===== config.mk =====
export PLATFORM = sky130hd
export DESIGN_NAME = fetch_top
export DESIGN_NICKNAME = d
export VERILOG_FILES = /design/src/hdl/fetch_pkg.sv /design/src/hdl/ctrl_pkg.sv /design/src/hdl/redirect_arbiter.sv /design/src/hdl/ifu.sv /design/src/hdl/fetch_issue.sv /design/src/hdl/fetch_top.sv
export SDC_FILE = /design/constraint.sdc
export NUM_CORES = 1
export LEC_CHECK = 0
export BUFFER_PORTS_ARGS = -buffer_cell sky130_fd_sc_hd__buf_2
export CORE_MARGIN = 2
export CORE_UTILIZATION = 44
export DETAILED_ROUTE_END_ITERATION = 8
export PLACE_DENSITY = 0.77
export SYNTH_ARGS = -nofsm -noshare
export SYNTH_HDL_FRONTEND = slang
export SYNTH_SLANG_ARGS = --single-unit

===== constraint.sdc =====
create_clock -name clk -period 2.8 [get_ports clk]
set_clock_uncertainty 0.2 [all_clocks]
set_input_delay 0.42 -clock clk [delete_from_list [all_inputs] [get_ports clk]]
set_output_delay 0.42 -clock clk [all_outputs]
set_load 0.1 [all_outputs]

===== src/hdl/fetch_pkg.sv =====
package fetch_pkg;

    localparam int addr_len = 32;
    localparam int data_len = 32;

    // fetch starts here after reset.
    localparam logic [addr_len-1:0] reset_pc = '0;

    // fault flags returned by instruction memory together with the data.
    typedef struct packed {
        logic page_fault;
        logic xes_fault;
    } mem_fault_t;

    typedef logic [3:0] cause_t;

    // misaligned shares code 0 with "no fault"; the packet fault bit tells them apart.
    localparam cause_t cause_none       = 4'd0;
    localparam cause_t cause_misaligned = 4'd0;
    localparam cause_t cause_access     = 4'd1;
    localparam cause_t cause_page       = 4'd12;

    typedef struct packed {
        logic [addr_len-1:0] pc;
        logic [data_len-1:0] inst;
        logic                fault;
        cause_t              cause;
    } fetch_pkt_t;

endpackage


===== src/hdl/ctrl_pkg.sv =====
package ctrl_pkg;

    // one redirect source as raised by the later pipeline stages.
    typedef struct packed {
        logic                           en;
        logic [fetch_pkg::addr_len-1:0] addr;
    } redirect_src_t;

    // all redirect sources, listed from highest to lowest priority.
    typedef struct packed {
        redirect_src_t restart;
        redirect_src_t eret;
        redirect_src_t irq;
        redirect_src_t alu;
        redirect_src_t jump;
    } redirect_req_t;

    // the merged redirect seen by the fetch unit.
    typedef struct packed {
        logic                           valid;
        logic [fetch_pkg::addr_len-1:0] target;
    } redirect_t;

endpackage


===== src/hdl/redirect_arbiter.sv =====
`timescale 1ns/1ps

module redirect_arbiter (
    input  ctrl_pkg::redirect_req_t req,
    input  logic                    attach,
    output ctrl_pkg::redirect_t     redirect
);

    import fetch_pkg::*;
    import ctrl_pkg::*;

    redirect_src_t irq_gated;
    redirect_src_t winner;

    // interrupts are held off while a debugger owns the core.
    always_comb begin
        irq_gated    = req.irq;
        irq_gated.en = req.irq.en & ~attach;
    end

    always_comb begin
        if (req.restart.en) begin
            winner = req.restart;
        end else if (req.eret.en) begin
            winner = req.eret;
        end else if (irq_gated.en) begin
            winner = irq_gated;
        end else if (req.alu.en) begin
            winner = req.alu;
        end else begin
            winner = req.jump;
        end
    end

    // the jump source is the fallback, so its enable is low when nothing is active.
    assign redirect.valid  = winner.en;

    // instructions are at least halfword aligned, so bit 0 never reaches the pc.
    assign redirect.target = {winner.addr[addr_len-1:1], 1'b0};

endmodule


===== src/hdl/ifu.sv =====
`timescale 1ns/1ps

module ifu (
    input  logic                           clk,
    input  logic                           rstn,
    input  ctrl_pkg::redirect_t            redirect,
    output logic                           imem_req,
    output logic [fetch_pkg::addr_len-1:0] imem_addr,
    input  logic [fetch_pkg::data_len-1:0] imem_rdata,
    input  fetch_pkg::mem_fault_t          imem_fault,
    input  logic                           imem_busy,
    output logic [fetch_pkg::addr_len-1:0] pc,
    output logic [fetch_pkg::data_len-1:0] inst,
    output logic                           inst_valid,
    output logic                           misaligned,
    output fetch_pkg::mem_fault_t          fault,
    input  logic                           stall,
    input  logic                           attach,
    input  logic                           dbg_exec,
    input  logic [fetch_pkg::data_len-1:0] dbg_inst
);

    import fetch_pkg::*;

    logic                jump;
    logic [addr_len-1:0] pc_d1;
    logic [addr_len-1:0] pc_d2;
    logic                req_pending;
    logic                hold_valid;
    logic [data_len-1:0] hold_inst;
    mem_fault_t          hold_fault;
    logic                mis_pending;
    logic                mem_ready;
    logic                fetch_fire;
    logic                mis_fire;
    logic                dbg_fire;

    assign jump = redirect.valid;

    // an instruction is ready when memory returns it now or one was parked earlier.
    assign mem_ready  = (req_pending & ~imem_busy) | hold_valid;
    assign fetch_fire = mem_ready & ~stall & ~jump & ~attach;
    assign mis_fire   = mis_pending & ~stall & ~jump & ~attach;
    assign dbg_fire   = attach & dbg_exec & ~stall & ~jump;

    // a new request goes out as the previous one is handed on, so fetch streams.
    // a pc with bit 1 set is never sent to memory; fetch waits for the next redirect.
    // nothing is requested while reset is held.
    assign imem_req = rstn & ~imem_busy & ~jump & ~attach & ~pc_d1[1] &
                      (fetch_fire | ~req_pending);

    // pc_d1 is the address of the next request.
    always_ff @(posedge clk or negedge rstn) begin
        if (!rstn) begin
            pc_d1 <= reset_pc;
        end else if (jump) begin
            pc_d1 <= redirect.target;
        end else if (imem_req) begin
            pc_d1 <= pc_d1 + addr_len'(4);
        end
    end

    // pc_d2 follows the instruction that is next to be handed to decode.
    always_ff @(posedge clk or negedge rstn) begin
        if (!rstn) begin
            pc_d2 <= reset_pc;
        end else if (jump) begin
            pc_d2 <= redirect.target;
        end else if (fetch_fire) begin
            pc_d2 <= pc_d1;
        end
    end

    // a redirect abandons the request in flight; its late data is then ignored.
    always_ff @(posedge clk or negedge rstn) begin
        if (!rstn) begin
            req_pending <= 1'b0;
        end else if (imem_req) begin
            req_pending <= 1'b1;
        end else if (fetch_fire | jump) begin
            req_pending <= 1'b0;
        end
    end

    // data that comes back while it cannot be handed on is parked here.
    always_ff @(posedge clk or negedge rstn) begin
        if (!rstn) begin
            hold_valid <= 1'b0;
        end else if (fetch_fire | jump) begin
            hold_valid <= 1'b0;
        end else if (req_pending & ~imem_busy) begin
            hold_valid <= 1'b1;
        end
    end

    always_ff @(posedge clk) begin
        if (req_pending & ~imem_busy & ~hold_valid) begin
            hold_inst  <= imem_rdata;
            hold_fault <= imem_fault;
        end
    end

    // a misaligned target is reported once, one cycle after the redirect.
    always_ff @(posedge clk or negedge rstn) begin
        if (!rstn) begin
            mis_pending <= 1'b0;
        end else if (jump) begin
            mis_pending <= redirect.target[1];
        end else if (mis_fire) begin
            mis_pending <= 1'b0;
        end
    end

    assign imem_addr  = pc_d1;
    assign pc         = pc_d2;
    assign inst_valid = fetch_fire | mis_fire | dbg_fire;
    assign misaligned = mis_pending & ~attach;

    always_comb begin
        if (attach) begin
            inst = dbg_inst;
        end else if (hold_valid) begin
            inst = hold_inst;
        end else if (mis_pending) begin
            inst = '0;
        end else begin
            inst = imem_rdata;
        end
    end

    // debugger instructions and misaligned targets never carry memory faults.
    always_comb begin
        if (attach | mis_pending) begin
            fault = '0;
        end else if (hold_valid) begin
            fault = hold_fault;
        end else begin
            fault = imem_fault;
        end
    end

endmodule


===== src/hdl/fetch_issue.sv =====
`timescale 1ns/1ps

module fetch_issue (
    input  logic                           clk,
    input  logic                           rstn,
    input  logic [fetch_pkg::addr_len-1:0] pc,
    input  logic [fetch_pkg::data_len-1:0] inst,
    input  logic                           inst_valid,
    input  logic                           misaligned,
    input  fetch_pkg::mem_fault_t          fault,
    input  logic                           stall,
    input  logic                           flush,
    output fetch_pkg::fetch_pkt_t          dec_pkt,
    output logic                           dec_valid
);

    import fetch_pkg::*;

    cause_t     cause;
    fetch_pkt_t pkt_nxt;

    // misaligned wins over page fault, which wins over access fault.
    always_comb begin
        if (misaligned) begin
            cause = cause_misaligned;
        end else if (fault.page_fault) begin
            cause = cause_page;
        end else if (fault.xes_fault) begin
            cause = cause_access;
        end else begin
            cause = cause_none;
        end
    end

    always_comb begin
        pkt_nxt.pc    = pc;
        pkt_nxt.inst  = inst;
        pkt_nxt.fault = misaligned | fault.page_fault | fault.xes_fault;
        pkt_nxt.cause = cause;
    end

    always_ff @(posedge clk) begin
        if (!stall) begin
            dec_pkt <= pkt_nxt;
        end
    end

    // flush drops the held packet even when decode is stalled.
    always_ff @(posedge clk or negedge rstn) begin
        if (!rstn) begin
            dec_valid <= 1'b0;
        end else if (flush) begin
            dec_valid <= 1'b0;
        end else if (!stall) begin
            dec_valid <= inst_valid;
        end
    end

endmodule


===== src/hdl/fetch_top.sv =====
`timescale 1ns/1ps

module fetch_top (
    input  logic                           clk,
    input  logic                           rstn,
    input  ctrl_pkg::redirect_req_t        redirect_req,
    output logic                           imem_req,
    output logic [fetch_pkg::addr_len-1:0] imem_addr,
    input  logic [fetch_pkg::data_len-1:0] imem_rdata,
    input  fetch_pkg::mem_fault_t          imem_fault,
    input  logic                           imem_busy,
    input  logic                           stall,
    input  logic                           flush,
    input  logic                           attach,
    input  logic                           dbg_exec,
    input  logic [fetch_pkg::data_len-1:0] dbg_inst,
    output fetch_pkg::fetch_pkt_t          dec_pkt,
    output logic                           dec_valid
);

    import fetch_pkg::*;
    import ctrl_pkg::*;

    redirect_t           redirect;
    logic [addr_len-1:0] pc;
    logic [data_len-1:0] inst;
    logic                inst_valid;
    logic                misaligned;
    mem_fault_t          fault;

    redirect_arbiter redirect_arbiter_inst (
        .req      (redirect_req),
        .attach   (attach),
        .redirect (redirect)
    );

    ifu ifu_inst (
        .clk        (clk),
        .rstn       (rstn),
        .redirect   (redirect),
        .imem_req   (imem_req),
        .imem_addr  (imem_addr),
        .imem_rdata (imem_rdata),
        .imem_fault (imem_fault),
        .imem_busy  (imem_busy),
        .pc         (pc),
        .inst       (inst),
        .inst_valid (inst_valid),
        .misaligned (misaligned),
        .fault      (fault),
        .stall      (stall),
        .attach     (attach),
        .dbg_exec   (dbg_exec),
        .dbg_inst   (dbg_inst)
    );

    // the issue register is the only place a flush takes effect.
    fetch_issue fetch_issue_inst (
        .clk        (clk),
        .rstn       (rstn),
        .pc         (pc),
        .inst       (inst),
        .inst_valid (inst_valid),
        .misaligned (misaligned),
        .fault      (fault),
        .stall      (stall),
        .flush      (flush),
        .dec_pkt    (dec_pkt),
        .dec_valid  (dec_valid)
    );

endmodule


* Word level (Yosys, flattened, before mapping)
Index checks and enable logic that the tools add are counted. Widths: inputs -> output; s select.
Cells by class: $add $sub $neg 1, equality and inequality tests 1, multiplexer cells 23, bitwise gates (word level) 33, reductions and logical operators 6
Operators with widths (number):
- $mux 32 | 7
- $mux 33 | 4
- $add 32x3->32 const B | 1
- $and 1x1->1 | 18
- $reduce_bool 2->1 | 5
- $mux 1 | 9
- $or 1x1->1 | 8
- $not 1->1 | 7
- $mux 2 | 2
- $mux 4 | 1
- $ne 2x1->1 const B | 1
- $reduce_or 2->1 | 1
Word-level totals: flip-flop bits (word level) 171, input bits 238, output and inout bits 103, logic and storage cells 78

* Logic depth before layout (Yosys ltp)
word-level depth 12, depth in mapped cells 8, depth with buffers taken out 6

* Modules after synthesis
Synthesis repeated with hierarchy kept, for this count alone.
Second synthesis, totals: cells, all modules 769, area, all modules 8434.3 µm²
By module, submodules not included:
- ifu | instances 1, cells an instance 503, area an instance 4947.2 µm²
- fetch_issue | instances 1, cells an instance 77, area an instance 2093.3 µm²
- redirect_arbiter | instances 1, cells an instance 189, area an instance 1393.8 µm²

* Worst setup path after synthesis
Ideal clock, no wire load.
path kind flip-flop to output port, start point reg ifu_inst.pc_d1[1], in the netlist ifu_inst.imem_addr[1], end point out imem_req, data arrival time 2925 ps, data required time 2180 ps, setup slack -745 ps, cell stages (with the launch flop) 4, path buffers 0, cells stage by stage dfrtp_1 > or4b_4 > a21o_1 > nor2_1
Between the ends: cells in the longest elaborated chain, start to end 3
RTL lines:
- from (decl) | line ifu.sv:26 | logic [addr_len-1:0] pc_d1;
- from (signal assigned) | line ifu.sv:55 | pc_d1 <= reset_pc;
- from (signal assigned) | line ifu.sv:57 | pc_d1 <= redirect.target;
- from (signal assigned) | line ifu.sv:59 | pc_d1 <= pc_d1 + addr_len'(4);
- $not 1->1 | line ifu.sv:49 | assign imem_req = rstn & ~imem_busy & ~jump & ~attach & ~pc_d1[1] &
- $and 1x1->1 (2 in a row) | line ifu.sv:49
- to (decl) | line fetch_top.sv:7 | output logic imem_req,
No other way between the ends.

* Final worst setup path
Ends and elaborated chain as after synthesis.

==> qor.json <==
{
  "outcome": "complete, no violations",
  "synth_seq_area_share_pct": 56.7,
  "rsz0062_at_grt": "false",
  "cts_made_buffers": 17,
  "fin_crit_sh_pct": 95.3,
  "grt_antenna_before_repair": 3,
  "ys_dominant_reg_cell": "sky130_fd_sc_hd__edfxtp_1",
  "cts_tree": "yes",
  "synthToLayoutAreaGrowth_pct": 35.8,
  "clock-root-buffer": "sky130_fd_sc_hd__clkbuf_16",
  "reg2reg_slack_ns": 0.43,
  "worst_slew_pin_slew_ns": 0.906,
  "wire_per_inst_um": 20.2,
  "p_seq_share_pct": 41.4,
  "num-fill-cells": 1501,
  "hold_path.class": "primary input to asynchronous set/reset pin",
  "combinationalPowerShare_pct": 26.4,
  "ioPinCount": 341,
  "dieArea_sq_um": 19800,
  "post_synth_fa_ha_maj_area_fraction_pct": 0.152,
  "grt_start_max_net_pins": 69,
  "via_per_inst": 5.68,
  "synthesis.area_sq_um": 8220,
  "switching_part_of_the_total_power_pct": 36.7,
  "clock_tree.buffer_depth": 2,
  "r2r_end": "ifu_inst.imem_addr[25]",
  "ff2ff_path_depth": 5,
  "core.rowCount": 49,
  "finalNetCount": 1376,
  "synth-compound-area-share_pct": 21.0,
  "initial_core_util_pct": 45.3,
  "synth_xor_area_share_pct": 1.17,
  "hold_violations": 0,
  "maxSlewHeadroom_pct": 39.6,
  "vias": 7855,
  "sequential_cell_area_sq_um": 4660,
  "global_route.overflow_total": 0,
  "grt.total_usage_pct": 27.5,
  "fraction_of_post_synthesis_cell_area_in_the_top_cell_type_by_area_pct": 36.6,
  "finalWirelength_mm": 27.9,
  "synth.area.top_cells": "sky130_fd_sc_hd__edfxtp_1 37%, sky130_fd_sc_hd__dfrtp_1 20%, sky130_fd_sc_hd__o21ai_0 4.7%",
  "drc": 0,
  "timing.critical_path.required_ns": 2.18,
  "cts.sink_count": 166,
  "port_buffers": 332,
  "finalMaxSlewViolations": 0,
  "setup_violations": 0,
  "synthMuxAreaShare_pct": 5.04,
  "power_density_nw_per_um2": 639,
  "yosys_register_bits": 166,
  "main_combinational_cell_family_by_area_after_synthesis": "compound AO/OA/AOI/OAI gates",
  "finalPower_uw": 7130,
  "postCtsSetupBuffers": 0,
  "clock_insertion_delay_worst_skew_ns": 0.43,
  "netSwitchingPower_uw": 2620,
  "timing.max_cap.violations": 0,
  "setup_total_negative_slack_ns": 0,
  "post-route-min-period_ns": 2.67,
  "die_h_um": 141,
  "yosys-top-cells-count": "100 x sky130_fd_sc_hd__edfxtp_1, 96 x sky130_fd_sc_hd__nand2_1, 77 x sky130_fd_sc_hd__o21ai_0",
  "power.ir.vdd_worst_v": 0.000314,
  "cts.htree.levels": 4,
  "clock.fmax_ghz": 0.375,
  "p_clk_share_pct": 32.1,
  "grt_pass1_wl_mm": 41.7,
  "cp-start-kind": "flop",
  "yosys.cell_count.top_type": "sky130_fd_sc_hd__edfxtp_1",
  "synth.avg_cell_area_sq_um": 10.5,
  "synth-async-reset-ratio_pct": 39.8,
  "simple_gate_portion_of_the_synthesized_area_pct": 12.3,
  "post_synth_inst_count": 781,
  "rr_startpoint": "ifu_inst.imem_addr[1]",
  "floorplan.core_area_sq_um": 18100,
  "critical_path_class": "flop to output port",
  "yosysWarnings": 0,
  "yosysUniqueCellTypes": 54,
  "die-width_um": 141,
  "critPathCaptureType": "output port",
  "largest_fanout_on_the_critical_path": 8,
  "drt_iter0_markers": 607,
  "final_layout_size_suffix_gt1_share_pct": 36.2,
  "hpwl_dp_mm": 20.5,
  "yosys.area.top_type": "sky130_fd_sc_hd__edfxtp_1",
  "first_pass_iters": 5,
  "first_global_vias": 7626,
  "placer_congestion": 0.902,
  "ant_nets": 0,
  "synth-edff-count": 100,
  "cell_internal_power_uw": 4520,
  "area_occupied_by_multi_input_gates_sq_um": 3300,
  "clk_pin_slew_ns": 0.07,
  "power_leakage_uw": 0.00484,
  "data_arrival_time_of_the_critical_path_ns": 2.05
}
layout by cell type, fill, tap and decap left out, types with 9 or more instances in the layout:
cell type                       count
sky130_fd_sc_hd__dlygate4sd3_1     33
sky130_fd_sc_hd__nor2_1            64
sky130_fd_sc_hd__buf_2            331
sky130_fd_sc_hd__o21ai_0           77
sky130_fd_sc_hd__clkbuf_16         17
sky130_fd_sc_hd__buf_4             31
sky130_fd_sc_hd__o221ai_1          23
sky130_fd_sc_hd__nand2_1           96
sky130_fd_sc_hd__dfrtp_1           62
sky130_fd_sc_hd__a21oi_1           48
sky130_fd_sc_hd__nand4_1           10
sky130_fd_sc_hd__inv_1              9
sky130_fd_sc_hd__edfxtp_1         100
sky130_fd_sc_hd__nor3b_1           15
sky130_fd_sc_hd__nand3_1           10
sky130_fd_sc_hd__a22oi_1           32
sky130_fd_sc_hd__mux2i_1           38
sky130_fd_sc_hd__a211oi_1          31
worst max-delay path: stages (launching register included):
cell	delay [ns]
sky130_fd_sc_hd__dfrtp_2	0.41
sky130_fd_sc_hd__or4b_4	0.56
sky130_fd_sc_hd__a21o_1	0.31
sky130_fd_sc_hd__nor2_4	0.15
sky130_fd_sc_hd__buf_12	0.18
metal layers:
metal	part of all wire [%]	vias up	track usage (%)
met3	8.8	56	7.34
met2	49	450	46.3
li1	-	3660	-
met1	38	3689	33.2
met5	0	-	0
met4	3.5	0	12.5
cells by family after synthesis:
group / Yosys count
adders and majority gates: 1
xor gates and xnor gates: 11
AOI/OAI and AO/OA: 263
muxes: 41
DFF: 166
buffers and inverters: 74
and+or+nand+nor: 224
other: 1
repair_timing:
action | CTS | global route
hold endpoints to repair | 33 | 0
gates resized for setup | 0 | 0
hold buffers | 33 | 0
per-stage QoR:
stage | utilization (%) | hold slack (ns) | instances | area [sq um] | worst slack [ns]
after floorplan | - | -0.0756 | 783 | 8240 | 0.0839
after global placement | 56.4 | 0.231 | 1314 | 10200 | 0.321
after detailed placement | 56.4 | 0.236 | 1314 | 10200 | 0.265
after CTS | 61.4 | 0.0169 | 1379 | 11100 | 0.118
after global routing | 61.5 | 0.00456 | 1382 | 11200 | 0.0600
final | 61.5 | 0.0237 | 1382 | 11200 | 0.133
worst max path at each step:
stage / start / endpoint / slack (ns) / depth (start not counted)
4_1_cts: ifu_inst.imem_addr[1] / imem_req / 0.12 / 4
3_5_place_dp: attach / ifu_inst.imem_addr[27] / 0.26 / 6
5_1_grt: ifu_inst.imem_addr[1] / imem_req / 0.06 / 4
6_report: ifu_inst.imem_addr[1] / imem_req / 0.13 / 4
3_3_place_gp: attach / ifu_inst.imem_addr[27] / 0.32 / 6
2_1_floorplan: ifu_inst.imem_addr[8] / ifu_inst.imem_addr[24] / 0.08 / 6
state kept, by name (all words and copies together) (netlist names):
name	count
fetch_issue_inst.dec_pkt	66
fetch_issue_inst.dec_valid	1
ifu_inst.hold_fault	2
ifu_inst.hold_inst	32
ifu_inst.hold_valid	1
ifu_inst.imem_addr	31
ifu_inst.mis_pending	1
ifu_inst.pc	31
ifu_inst.req_pending	1
power groups by stage:
stage	combinational [uW]	sequential [uW]	clock, uW
6_report	1880	2960	2290
3_3_place_gp	1820	3000	0
4_1_cts	1880	2960	2320
2_1_floorplan	430	3890	0
5_1_grt	1970	2980	2420
3_5_place_dp	1840	3010	0
cell type report:
type / instances / share of cell area, %
Inverter: 11 / 0.370
Timing Repair Buffer: 398 / 20.4
Sequential cell: 166 / 41.8
Multi-Input combinational cell: 543 / 29.6
Clock buffer: 18 / 3.94
Clock inverter: 14 / 1.27
Tap cell: 229 / 2.57
Antenna cell: 3 / 0.0673
Note: power is estimated with default switching activity, not from simulation.
